<file path="config.mk">
export PLATFORM = sky130hd
export DESIGN_NAME = l2_axi_bridge
export DESIGN_NICKNAME = d
export VERILOG_FILES = /design/src/source/l2_axi_pkg.sv /design/src/source/l2_axi_beat_counter.sv /design/src/source/l2_axi_rdata_path.sv /design/src/source/l2_axi_read_fsm.sv /design/src/source/l2_axi_write_fsm.sv /design/src/source/l2_axi_bridge.sv
export SDC_FILE = /design/constraint.sdc
export NUM_CORES = 1
export LEC_CHECK = 0
export ABC_AREA = 0
export ABC_CLOCK_PERIOD_IN_PS = 8100
export BUFFER_PORTS_ARGS = -buffer_cell sky130_fd_sc_hd__buf_2
export CAP_MARGIN = 10
export CORE_AREA = 2 2 132 134
export DETAILED_ROUTE_END_ITERATION = 10
export DIE_AREA = 0 0 134 136
export GPL_TIMING_DRIVEN = 0
export PLACE_DENSITY_LB_ADDON = 0.15
export SYNTH_ARGS = -nofsm -noshare
export SYNTH_HDL_FRONTEND = slang
export SYNTH_SLANG_ARGS = --single-unit
</file>
<file path="constraint.sdc">
create_clock -name clk -period 8.1 [get_ports clk]
set_clock_uncertainty 0.2 [all_clocks]
set_input_delay 0.405 -clock clk [delete_from_list [all_inputs] [get_ports clk]]
set_output_delay 0.405 -clock clk [all_outputs]
set_load 0.02 [all_outputs]
</file>
<file path="src/source/l2_axi_pkg.sv">
/* shared types for the L2 cache to AXI3 bridge; referenced by scoped name
   from the channel FSMs, the data path and the top level */
package l2_axi_pkg;

    localparam logic [1:0] BURST_INCR = 2'b01; // only burst type issued

    typedef enum logic [1:0] {
        OKAY   = 2'b00,
        EXOKAY = 2'b01,
        SLVERR = 2'b10,
        DECERR = 2'b11
    } axi_resp_e; // error when bit 1 set

    typedef enum logic [1:0] {
        RD_IDLE,
        RD_ADDR,
        RD_DATA
    } rd_state_e;

    typedef enum logic [1:0] {
        WR_IDLE,
        WR_ADDR,
        WR_DATA,
        WR_RESP
    } wr_state_e;

    // cache side
    typedef struct packed {
        logic [31:0] addr;
        logic [7:0]  len;  // beats minus one
        logic [2:0]  size;
    } burst_req_t;

    typedef struct packed {
        logic [31:0] data;
        logic [3:0]  strb;
    } wr_beat_t;

    typedef struct packed {
        logic [31:0] data;
        logic        last;
        logic        err;
    } rd_beat_t;

    // AXI side
    typedef struct packed {
        logic [31:0] addr;
        logic [7:0]  len;
        logic [2:0]  size;
        logic [1:0]  burst;
    } axi_addr_t;

    typedef struct packed {
        logic [31:0] data;
        logic [3:0]  strb;
        logic        last;
    } axi_w_t;

    typedef struct packed {
        logic [31:0] data;
        logic [1:0]  resp;
        logic        last;
    } axi_r_t;

endpackage

</file>
<file path="src/source/l2_axi_beat_counter.sv">
/* remaining-beat counter of one burst, loaded on the address handshake
   and decremented per accepted beat; is_last is high while it reads zero */
`timescale 1ns/10ps

module l2_axi_beat_counter #(
    parameter int CNT_W = 8
) (
    input  logic             clk,
    input  logic             rstn,
    input  logic             load,
    input  logic [CNT_W-1:0] len,
    input  logic             beat,
    output logic             is_last,
    output logic [CNT_W-1:0] count
);

    logic armed; // a burst is in flight

    always_ff @(posedge clk) begin
        if (!rstn) begin
            count <= '0;
            armed <= 1'b0;
        end else if (load) begin
            count <= len;
            armed <= 1'b1;
        end else if (beat) begin
            if (count == '0) begin
                armed <= 1'b0; // final beat taken
            end else begin
                count <= count - 1'b1;
            end
        end
    end

    assign is_last = (count == '0);

    // once the final beat is consumed no more may come until the next load
    a_beat_in_burst: assert property (
        @(posedge clk) disable iff (!rstn)
        beat |-> (armed || load)
    ) else $error("beat accepted past the end of the burst");

endmodule

</file>
<file path="src/source/l2_axi_rdata_path.sv">
/* read beat register; flags slave errors and rlast mismatches, then
   returns the fill word with err set until the burst ends */
`timescale 1ns/10ps

module l2_axi_rdata_path #(
    parameter logic [31:0] FILL_WORD = 32'hABCD1234
) (
    input  logic                  clk,
    input  logic                  rstn,
    input  logic                  capture,      // R handshake
    input  logic                  start,        // AR handshake
    input  l2_axi_pkg::axi_r_t    r,
    input  logic                  counted_last,
    output logic                  rd_beat_valid,
    output l2_axi_pkg::rd_beat_t  rd_beat
);

    logic err_sticky;
    logic beat_err;
    logic err_now;

    // SLVERR/DECERR, or slave rlast disagreeing with our own count
    assign beat_err = r.resp[1] || (r.last != counted_last);
    assign err_now  = err_sticky || beat_err;

    always_ff @(posedge clk) begin
        if (!rstn) begin
            rd_beat_valid <= 1'b0;
            err_sticky    <= 1'b0;
        end else begin
            rd_beat_valid <= capture;
            if (start) begin
                err_sticky <= 1'b0;
            end else if (capture && beat_err) begin
                err_sticky <= 1'b1; // held to end of burst
            end
        end
    end

    always_ff @(posedge clk) begin
        if (capture) begin
            rd_beat.data <= err_now ? FILL_WORD : r.data;
            rd_beat.last <= counted_last;
            rd_beat.err  <= err_now;
        end
    end

endmodule

</file>
<file path="src/source/l2_axi_read_fsm.sv">
/* read channel: issues one AR burst per cache request and returns each
   R beat to the cache through the beat counter and read data path */
`timescale 1ns/10ps

module l2_axi_read_fsm #(
    parameter logic [31:0] FILL_WORD = 32'hABCD1234,
    parameter int          CNT_W     = 8
) (
    input  logic                   clk,
    input  logic                   rstn,
    input  logic                   rd_req_valid,
    input  l2_axi_pkg::burst_req_t rd_req,
    input  logic                   ar_ready,
    input  logic                   r_valid,
    input  l2_axi_pkg::axi_r_t     r,
    output logic                   rd_addr_ok,
    output logic                   ar_valid,
    output l2_axi_pkg::axi_addr_t  ar,
    output logic                   r_ready,
    output logic                   rd_beat_valid,
    output l2_axi_pkg::rd_beat_t   rd_beat
);

    l2_axi_pkg::rd_state_e state;
    l2_axi_pkg::rd_state_e state_nxt;
    logic                  ar_hs;
    logic                  r_hs;
    logic                  is_last;
    logic [CNT_W-1:0]      burst_len;

    assign ar_hs     = ar_valid && ar_ready;
    assign r_hs      = r_valid && r_ready;
    assign burst_len = CNT_W'(rd_req.len);

    always_ff @(posedge clk) begin
        if (!rstn) begin
            state <= l2_axi_pkg::RD_IDLE;
        end else begin
            state <= state_nxt;
        end
    end

    always_comb begin
        state_nxt = state;
        case (state)
            l2_axi_pkg::RD_IDLE: if (rd_req_valid) state_nxt = l2_axi_pkg::RD_ADDR;
            l2_axi_pkg::RD_ADDR: if (ar_ready) state_nxt = l2_axi_pkg::RD_DATA;
            l2_axi_pkg::RD_DATA: if (r_hs && is_last) state_nxt = l2_axi_pkg::RD_IDLE;
            default:             state_nxt = l2_axi_pkg::RD_IDLE;
        endcase
    end

    // cache holds rd_req until rd_addr_ok, so ar is taken straight from it
    assign ar_valid   = (state == l2_axi_pkg::RD_ADDR);
    assign ar.addr    = rd_req.addr;
    assign ar.len     = rd_req.len;
    assign ar.size    = rd_req.size;
    assign ar.burst   = l2_axi_pkg::BURST_INCR;
    assign rd_addr_ok = ar_hs;
    assign r_ready    = (state == l2_axi_pkg::RD_DATA); // no cache back-pressure

    l2_axi_beat_counter #(
        .CNT_W (CNT_W)
    ) rd_cnt_i (
        .clk     (clk),
        .rstn    (rstn),
        .load    (ar_hs),
        .len     (burst_len),
        .beat    (r_hs),
        .is_last (is_last),
        .count   ()
    );

    l2_axi_rdata_path #(
        .FILL_WORD (FILL_WORD)
    ) rdata_i (
        .clk           (clk),
        .rstn          (rstn),
        .capture       (r_hs),
        .start         (ar_hs),
        .r             (r),
        .counted_last  (is_last),
        .rd_beat_valid (rd_beat_valid),
        .rd_beat       (rd_beat)
    );

    // relies on the cache keeping rd_req steady until rd_addr_ok
    a_ar_stable: assert property (
        @(posedge clk) disable iff (!rstn)
        ar_valid && !ar_ready |=> ar_valid && $stable(ar)
    ) else $error("ar changed while waiting for ar_ready");

endmodule

</file>
<file path="src/source/l2_axi_write_fsm.sv">
/* write channel: latches the cache request into AW, streams the cache
   beats to W with a counted wlast, and reports completion on B */
`timescale 1ns/10ps

module l2_axi_write_fsm #(
    parameter int CNT_W = 8
) (
    input  logic                   clk,
    input  logic                   rstn,
    input  logic                   wr_req_valid,
    input  l2_axi_pkg::burst_req_t wr_req,
    input  logic                   wr_data_valid,
    input  l2_axi_pkg::wr_beat_t   wr_data,
    input  logic                   aw_ready,
    input  logic                   w_ready,
    input  logic                   b_valid,
    input  l2_axi_pkg::axi_resp_e  b_resp,
    output logic                   wr_addr_ok,
    output logic                   wr_data_ready,
    output logic                   wr_done,
    output logic                   wr_err,
    output logic                   aw_valid,
    output l2_axi_pkg::axi_addr_t  aw,
    output logic                   w_valid,
    output l2_axi_pkg::axi_w_t     w,
    output logic                   b_ready
);

    l2_axi_pkg::wr_state_e  state;
    l2_axi_pkg::wr_state_e  state_nxt;
    l2_axi_pkg::burst_req_t aw_q;     // latched request
    logic                   in_data;
    logic                   aw_hs;
    logic                   w_hs;
    logic                   is_last;
    logic [CNT_W-1:0]       burst_len;

    assign aw_hs     = aw_valid && aw_ready;
    assign w_hs      = w_valid && w_ready;
    assign in_data   = (state == l2_axi_pkg::WR_DATA);
    assign burst_len = CNT_W'(aw_q.len);

    always_ff @(posedge clk) begin
        if (!rstn) begin
            state <= l2_axi_pkg::WR_IDLE;
        end else begin
            state <= state_nxt;
        end
    end

    always_ff @(posedge clk) begin
        if (state == l2_axi_pkg::WR_IDLE && wr_req_valid) begin
            aw_q <= wr_req;
        end
    end

    always_comb begin
        state_nxt = state;
        case (state)
            l2_axi_pkg::WR_IDLE: if (wr_req_valid) state_nxt = l2_axi_pkg::WR_ADDR;
            l2_axi_pkg::WR_ADDR: if (aw_ready) state_nxt = l2_axi_pkg::WR_DATA;
            l2_axi_pkg::WR_DATA: if (w_hs && is_last) state_nxt = l2_axi_pkg::WR_RESP;
            l2_axi_pkg::WR_RESP: if (b_valid) state_nxt = l2_axi_pkg::WR_IDLE;
            default:             state_nxt = l2_axi_pkg::WR_IDLE;
        endcase
    end

    assign aw_valid   = (state == l2_axi_pkg::WR_ADDR);
    assign aw.addr    = aw_q.addr;
    assign aw.len     = aw_q.len;
    assign aw.size    = aw_q.size;
    assign aw.burst   = l2_axi_pkg::BURST_INCR;
    assign wr_addr_ok = aw_hs;

    // beats pass straight through during the data phase
    assign w_valid       = in_data && wr_data_valid;
    assign wr_data_ready = in_data && w_ready;
    assign w.data        = wr_data.data;
    assign w.strb        = wr_data.strb;
    assign w.last        = is_last;

    assign b_ready = (state == l2_axi_pkg::WR_RESP);
    assign wr_done = b_ready && b_valid;
    assign wr_err  = wr_done && b_resp[1]; // SLVERR or DECERR

    l2_axi_beat_counter #(
        .CNT_W (CNT_W)
    ) wr_cnt_i (
        .clk     (clk),
        .rstn    (rstn),
        .load    (aw_hs),
        .len     (burst_len),
        .beat    (w_hs),
        .is_last (is_last),
        .count   ()
    );

    // slave may only answer once the whole burst has been sent
    a_b_after_last_w: assert property (
        @(posedge clk) disable iff (!rstn)
        b_valid |-> b_ready
    ) else $error("b_valid raised before the final W beat");

endmodule

</file>
<file path="src/source/l2_axi_bridge.sv">
/* top level of the L2 cache to AXI3 bridge; read and write channels run
   independently, each with one burst outstanding */
`timescale 1ns/10ps

module l2_axi_bridge #(
    parameter logic [31:0] FILL_WORD = 32'hABCD1234,
    parameter int          CNT_W     = 8
) (
    input  logic                   clk,
    input  logic                   rstn,

    // cache read side
    input  logic                   rd_req_valid,
    input  l2_axi_pkg::burst_req_t rd_req,
    output logic                   rd_addr_ok,
    output logic                   rd_beat_valid,
    output l2_axi_pkg::rd_beat_t   rd_beat,

    // cache write side
    input  logic                   wr_req_valid,
    input  l2_axi_pkg::burst_req_t wr_req,
    output logic                   wr_addr_ok,
    input  logic                   wr_data_valid,
    input  l2_axi_pkg::wr_beat_t   wr_data,
    output logic                   wr_data_ready,
    output logic                   wr_done,
    output logic                   wr_err,

    // AXI read
    output logic                   ar_valid,
    input  logic                   ar_ready,
    output l2_axi_pkg::axi_addr_t  ar,
    input  logic                   r_valid,
    output logic                   r_ready,
    input  l2_axi_pkg::axi_r_t     r,

    // AXI write
    output logic                   aw_valid,
    input  logic                   aw_ready,
    output l2_axi_pkg::axi_addr_t  aw,
    output logic                   w_valid,
    input  logic                   w_ready,
    output l2_axi_pkg::axi_w_t     w,
    input  logic                   b_valid,
    output logic                   b_ready,
    input  l2_axi_pkg::axi_resp_e  b_resp
);

    l2_axi_read_fsm #(
        .FILL_WORD (FILL_WORD),
        .CNT_W     (CNT_W)
    ) rd_fsm_i (
        .clk           (clk),
        .rstn          (rstn),
        .rd_req_valid  (rd_req_valid),
        .rd_req        (rd_req),
        .ar_ready      (ar_ready),
        .r_valid       (r_valid),
        .r             (r),
        .rd_addr_ok    (rd_addr_ok),
        .ar_valid      (ar_valid),
        .ar            (ar),
        .r_ready       (r_ready),
        .rd_beat_valid (rd_beat_valid),
        .rd_beat       (rd_beat)
    );

    l2_axi_write_fsm #(
        .CNT_W (CNT_W)
    ) wr_fsm_i (
        .clk           (clk),
        .rstn          (rstn),
        .wr_req_valid  (wr_req_valid),
        .wr_req        (wr_req),
        .wr_data_valid (wr_data_valid),
        .wr_data       (wr_data),
        .aw_ready      (aw_ready),
        .w_ready       (w_ready),
        .b_valid       (b_valid),
        .b_resp        (b_resp),
        .wr_addr_ok    (wr_addr_ok),
        .wr_data_ready (wr_data_ready),
        .wr_done       (wr_done),
        .wr_err        (wr_err),
        .aw_valid      (aw_valid),
        .aw            (aw),
        .w_valid       (w_valid),
        .w             (w),
        .b_ready       (b_ready)
    );

endmodule

</file>
==> results_dict.tcl, run 1 <==
set metrics [dict create \
    dpl_cell_area_sq_mm 0.00619 \
    min_path_cells 1 \
    cts_setup_buffers 0 \
    pwr-share-comb 0.291 \
    irDropWorstVdd_mv 0.195 \
    critPathArrivalTime_ps 2140 \
    nFillCells 1720 \
    grt_max_degree 42 \
    multi_input_area_sq_mm 0.00108 \
    worst-path-max-fanout 9 \
    cts.sinks 99 \
    p_clk_frac 0.281 \
    die_area_sq_mm 0.0182 \
    drc 0 \
    hold_viol 0 \
    hp-start "wr_req[8]" \
    antenna_found_initial 3 \
    post-place-ws_ps 5540 \
    port_buffers 263 \
    syn_area_sq_mm 0.00454 \
    postRouteAntennaNets 0 \
    synth-edff-count 77 \
    crit_path_top_delay_cell "nor4_1" \
    syn_to_final_growth_pct 43.2 \
    final_area_sq_mm 0.00651 \
    synth_top_flop_cell "edfxtp_1" \
    hold-path-endpoint "wr_fsm_i.burst_len[5]" \
    crit_type "reg2out" \
    worst_pin_slew_ps 1130 \
    cts_buffers 9 \
    die_w_um 134 \
    routed_wl_mm 11.7 \
    grt_pass1_wl_mm 17.4 \
    cp.required_ps 7500 \
    avgRoutedWirePerCell_um 13.3 \
    max_freq_ghz 0.365 \
    synth_cell_types 45 \
    cts.repair.resized 0 \
    gp_congestion 0.777 \
    vias 3614 \
    track_usage 0.122 \
    outcome "complete, no violations" \
    nets 822 \
    powerDensity_mw_per_mm2 241 \
    cts_tree "yes" \
    reg2reg_depth 7 \
    crit_start "wr_fsm_i.wr_cnt_i.count[3]" \
    leakage_nw 2.97 \
    rsz0062_at_grt "false" \
    clockBufferDepth 2 \
    synthCells 367 \
    insertion_delay_ps 340 \
    via_per_inst 4.12 \
    min_period_over_period 0.338 \
    startpoint_type "flip-flop" \
    grt_pass1_vias 3537 \
    finalSetupViolations 0 \
    p_sw_mw 0.506 \
    rows 48 \
    io_pins 341 \
    clk_pin_slew_worst_paths_ps 70 \
    r2r-start "rd_fsm_i.rd_cnt_i.count[0]" \
    ys_seq_area_frac 0.606 \
    initial_core_util 0.269 \
    cap_violations 0 \
    fin_tns_setup_ps 0 \
    swShare 0.322 \
    core_area_sq_mm 0.0169 \
    slowest_delay_ps 960 \
    path_cells "nor4_1 -> and2_1 -> buf_4 -> buf_2" \
    worstHoldPathType "in2reg" \
    yosys_warnings 0 \
    htree_num_levels 3 \
    min_period_ps 2740 \
    drv_slew 0 \
    relSlewSlack 0.243 \
    cts-root-buf "clkbuf_16" \
    die_h_um 136 \
    synthArstFlopShare 0 \
    drtIter0Drc 88 \
    avgSynthCellArea_sq_um 12.4 \
    dp_hpwl_mm 9.44 \
    cp-end-kind "primary output" \
    first_pass_iters 4 \
    reg2reg_to "rd_fsm_i.rdata_i.rd_beat[6]" \
    drive_gt1_frac 0.578 \
    grt_overflow 0 \
    internal_power_mw 1.06 \
    fin_ws_ps 5360 \
    seqCellArea_sq_mm 0.00275 \
    hold_buffers 0 \
    ys_ff_latch 99 \
    p_seq_frac 0.428 \
    r2r_slack_ps 5550 \
]
==> per-layer routing <==
layer | track usage | share of wire | vias up | wire length (um)
li1 | - | - | 1762 | -
met1 | 0.134 | 0.37 | 1656 | 4330
met2 | 0.205 | 0.49 | 184 | 5690
met3 | 0.0641 | 0.13 | 12 | 1490
met4 | 0.0343 | 0.013 | 0 | 151
met5 | 0 | 0 | - | 0
==> metrics by stage <==
| stage | utilization | std cells | hold WS, ps | total power [mW] |
|---|---|---|---|---|
| final | 0.386 | 878 | 30.3 | 1.57 |
| after detailed placement | 0.367 | 859 | 274 | 1.15 |
| after global routing | 0.385 | 875 | 7.99 | 1.66 |
| after floorplan | - | 369 | 232 | 0.987 |
| after global placement | 0.364 | 857 | 255 | 1.13 |
| after CTS | 0.385 | 875 | 12.6 | 1.60 |
==> cell families after synthesis <==
family / count (synthesis) / synth area share
flops: 99 / 0.606
mux: 5 / 0.0113
buf+inv: 107 / 0.159
fa+ha+maj: 8 / 0.0220
xor+xnor: 7 / 0.0135
other cells: 2 / 0.00165
compound gates: 45 / 0.0611
simple gates: 94 / 0.126
==> cell type report <==
type                       count  area share
antenna                        3     0.00115
sequential                    99       0.423
multi-input combinational    163       0.166
buffer                        93       0.103
tap                          225      0.0433
inverter                      14     0.00808
clock inverter                 7      0.0127
clock buffer                   9      0.0346
timing repair buffer         265       0.208
==> power groups by stage <==
stage | logic (mW) | registers, mW | clock network, mW
3_5_place_dp | 0.463 | 0.683 | 0
5_1_grt | 0.499 | 0.679 | 0.478
6_report | 0.457 | 0.671 | 0.441
4_1_cts | 0.464 | 0.672 | 0.459
3_3_place_gp | 0.449 | 0.685 | 0
2_1_floorplan | 0.239 | 0.747 | 0
==> placed cells by master (no fill, tap or decap), drive strengths merged, types with 4 or more instances in the layout <==
| master | count |
|---|---|
| conb | 4 |
| clkbuf | 15 |
| nand3 | 7 |
| dfxtp | 22 |
| nor3 | 5 |
| o21ai | 13 |
| inv | 18 |
| nand2 | 10 |
| edfxtp | 77 |
| a211oi | 4 |
| nor4 | 4 |
| nand2b | 16 |
| xnor2 | 6 |
| mux2i | 4 |
| a21oi | 12 |
| and2 | 23 |
| nor2 | 8 |
| ha | 8 |
| buf | 352 |
==> worst max path at each step <==
stage | end | depth (start not counted)
floorplan | rd_fsm_i.rd_cnt_i.count[4] | 5
global placement | rd_fsm_i.rd_cnt_i.count[4] | 6
detailed placement | rd_fsm_i.rdata_i.rd_beat[6] | 7
CTS | w[0] | 6
global route | w[0] | 4
finish | w[0] | 4
==> critical path, delay by kind of cell (launching register included) <==
family | cells | cell delay, ps
buffers and inverters | 2 | 250
AND/OR/NAND/NOR | 2 | 1200
flip-flops | 1 | 340
==> flip-flops by register name (all words and copies together), names as in the netlist <==
signal,count
wr_fsm_i.aw,35
rd_fsm_i.rdata_i.rd_beat,34
rd_fsm_i.rd_cnt_i.count,8
wr_fsm_i.burst_len,8
wr_fsm_i.wr_cnt_i.count,8
rd_fsm_i.state,2
wr_fsm_i.state,2
rd_fsm_i.rdata_i.err_sticky,1
rd_fsm_i.rdata_i.rd_beat_valid,1
==> cells in the mapped netlist (2+ instances only) <==
cell | number | share of area
or3_1 | 2 | 0.0028
clkbuf_1 | 6 | 0.0050
a31oi_1 | 3 | 0.0041
edfxtp_1 | 77 | 0.51
a211oi_1 | 4 | 0.0066
nor3_1 | 5 | 0.0055
or2_2 | 2 | 0.0028
ha_1 | 8 | 0.022
o21ai_0 | 12 | 0.013
nor3b_1 | 2 | 0.0033
and2_1 | 23 | 0.032
xnor2_1 | 6 | 0.012
and3_1 | 2 | 0.0028
nand3_1 | 7 | 0.0077
nand4b_1 | 2 | 0.0039
nor2b_1 | 2 | 0.0028
nand2_1 | 10 | 0.0083
or3b_2 | 2 | 0.0039
buf_2 | 2 | 0.0022
o211ai_1 | 3 | 0.0050
dfxtp_1 | 22 | 0.097
or4_1 | 3 | 0.0050
a21oi_1 | 12 | 0.013
nor4_1 | 3 | 0.0041
mux2i_1 | 4 | 0.0088
conb_1 | 2 | 0.0017
a2111oi_0 | 3 | 0.0058
inv_1 | 14 | 0.012
nor2_1 | 8 | 0.0066
buf_4 | 85 | 0.14
nand2b_1 | 16 | 0.022
nand4_1 | 2 | 0.0028
Power figures use the tool's default switching activity.
==> inputs of run 2 (changes only) <==
ABC_CLOCK_PERIOD_IN_PS = 2700   (was 8100)
CORE_AREA = 2 2 131 133   (was 2 2 132 134)
DIE_AREA = 0 0 133 135   (was 0 0 134 136)
clock period = 2.7 ns   (was 8.1 ns; I/O delays follow)
==> results_dict.tcl, run 2 (synthesis results as in run 1) <==
set metrics [dict create \
    outcome "complete, no violations" \
    reg2reg_depth 7 \
    dp_hpwl_mm 9.30 \
    rows 47 \
    relSlewSlack 0.293 \
    die_h_um 135 \
    cp-end-kind "flip-flop" \
    final_area_sq_mm 0.00737 \
    postRouteAntennaNets 0 \
    rsz0062_at_grt "false" \
    critPathArrivalTime_ps 2560 \
    drtIter0Drc 93 \
    hold_viol 0 \
    hold-path-endpoint "rd_fsm_i.state[1]" \
    r2r_slack_ps 230 \
    fin_tns_setup_ps 0 \
    min_path_cells 3 \
    grt_overflow 0 \
    p_total_mw 4.90 \
    routed_wl_mm 12.7 \
    htree_num_levels 3 \
    post-place-ws_ps 137 \
    worst_pin_slew_ps 1050 \
    holdWs_ps 33.3 \
    r2r-start "rd_fsm_i.rd_cnt_i.count[0]" \
    min_period_ps 2480 \
    fin_ws_ps 217 \
    final_common_cell "buf_2" \
    first_pass_iters 4 \
    startpoint_type "input pin" \
    nFillCells 1554 \
    leakage_nw 3.34 \
    syn_to_final_growth_pct 62.2 \
    die_area_sq_mm 0.0180 \
    n_antenna_cell 0 \
    place_inst 853 \
    clockBufferDepth 2 \
    track_usage 0.138 \
    largest_reg_flops 35 \
    powerDensity_mw_per_mm2 665 \
    core_area_sq_mm 0.0164 \
    finalSetupViolations 0 \
    insertion_delay_ps 350 \
    initial_core_util 0.277 \
    max_freq_ghz 0.403 \
    drive_gt1_frac 0.509 \
    drv_slew 0 \
    cts_buffers 9 \
    min_period_over_period 0.920 \
    utilization 0.449 \
    vias 3939 \
    crit_type "in2reg" \
    grt_pass1_vias 4018 \
    hp-start "rstn" \
    cts-root-buf "clkbuf_16" \
    antenna_found_initial 0 \
    clk_pin_slew_worst_paths_ps 70 \
    irDropWorstVdd_mv 0.565 \
    reg2reg_to "rd_fsm_i.rdata_i.rd_beat[33]" \
    layout_common_cells "buf_2, dlygate4sd3_1, buf_4, edfxtp_1" \
    dpl_cell_area_sq_mm 0.00617 \
    worstHoldPathType "in2reg" \
    io_pins 341 \
    die_w_um 133 \
    cts_tree "yes" \
    crit_start "r_valid" \
    worst-path-max-fanout 43 \
    via_per_inst 4.12 \
    cap_violations 0 \
    cp.required_ps 2780 \
    grt_max_degree 44 \
    nets 909 \
    avgRoutedWirePerCell_um 13.2 \
    cts.sinks 99 \
    final_cells 957 \
    port_buffers 263 \
    grt_pass1_wl_mm 19.5 \
    drc 0 \
    gp_congestion 0.774 \
]
run 2: how the worst max path moves through the flow:
stage | slack [ps] | cells after the start | endpoint
after detailed placement | 140 | 5 | rd_fsm_i.rd_cnt_i.count[4]
after global routing | 10 | 6 | w[0]
after CTS | 90 | 7 | rd_fsm_i.rd_cnt_i.count[4]
after floorplan | 460 | 7 | rd_fsm_i.rdata_i.rd_beat[11]
final | 220 | 7 | rd_fsm_i.rd_cnt_i.count[4]
after global placement | 40 | 3 | wr_fsm_i.aw[13]
run 2: report_power, final:
group          internal [mW]  switching, mW  leakage (nW)
Combinational          0.621          0.856          2.28
Sequential              1.92         0.0993         0.900
Clock                  0.823          0.584         0.154
run 2: worst max-delay path: stages:
cell           delay [ps]
dlygate4sd3_1         520
buf_2                 120
and3b_1               140
buf_2                 730
nand2_1               280
or4_1                 450
a31oi_1               160
run 2: layout make-up:
type	instances	area, sq um	area share
inverter	14	52.6	0.00713
sequential	99	2750	0.374
clock buffer	10	229	0.0311
timing repair buffer	352	2220	0.301
buffer	93	672	0.0912
tap	220	275	0.0374
multi-input combinational	163	1080	0.146
clock inverter	6	93.8	0.0127
run 2: timing repair:
| action | in CTS | in global routing |
|---|---|---|
| endpoints found under the setup margin | 0 | 2 |
| hold buffers | 88 | 0 |
| gates resized for setup | 0 | 1 |
| setup buffers | 0 | 0 |
| endpoints found under the hold margin | 86 | 0 |
run 2: per-layer routing:
layer	share of wire	vias up	wire (um)	global-route usage
li1	-	1936	-	-
met3	0.083	14	1060	0.0477
met2	0.51	187	6470	0.250
met4	0.016	0	206	0.0472
met1	0.39	1802	4940	0.151
met5	0	-	0	0
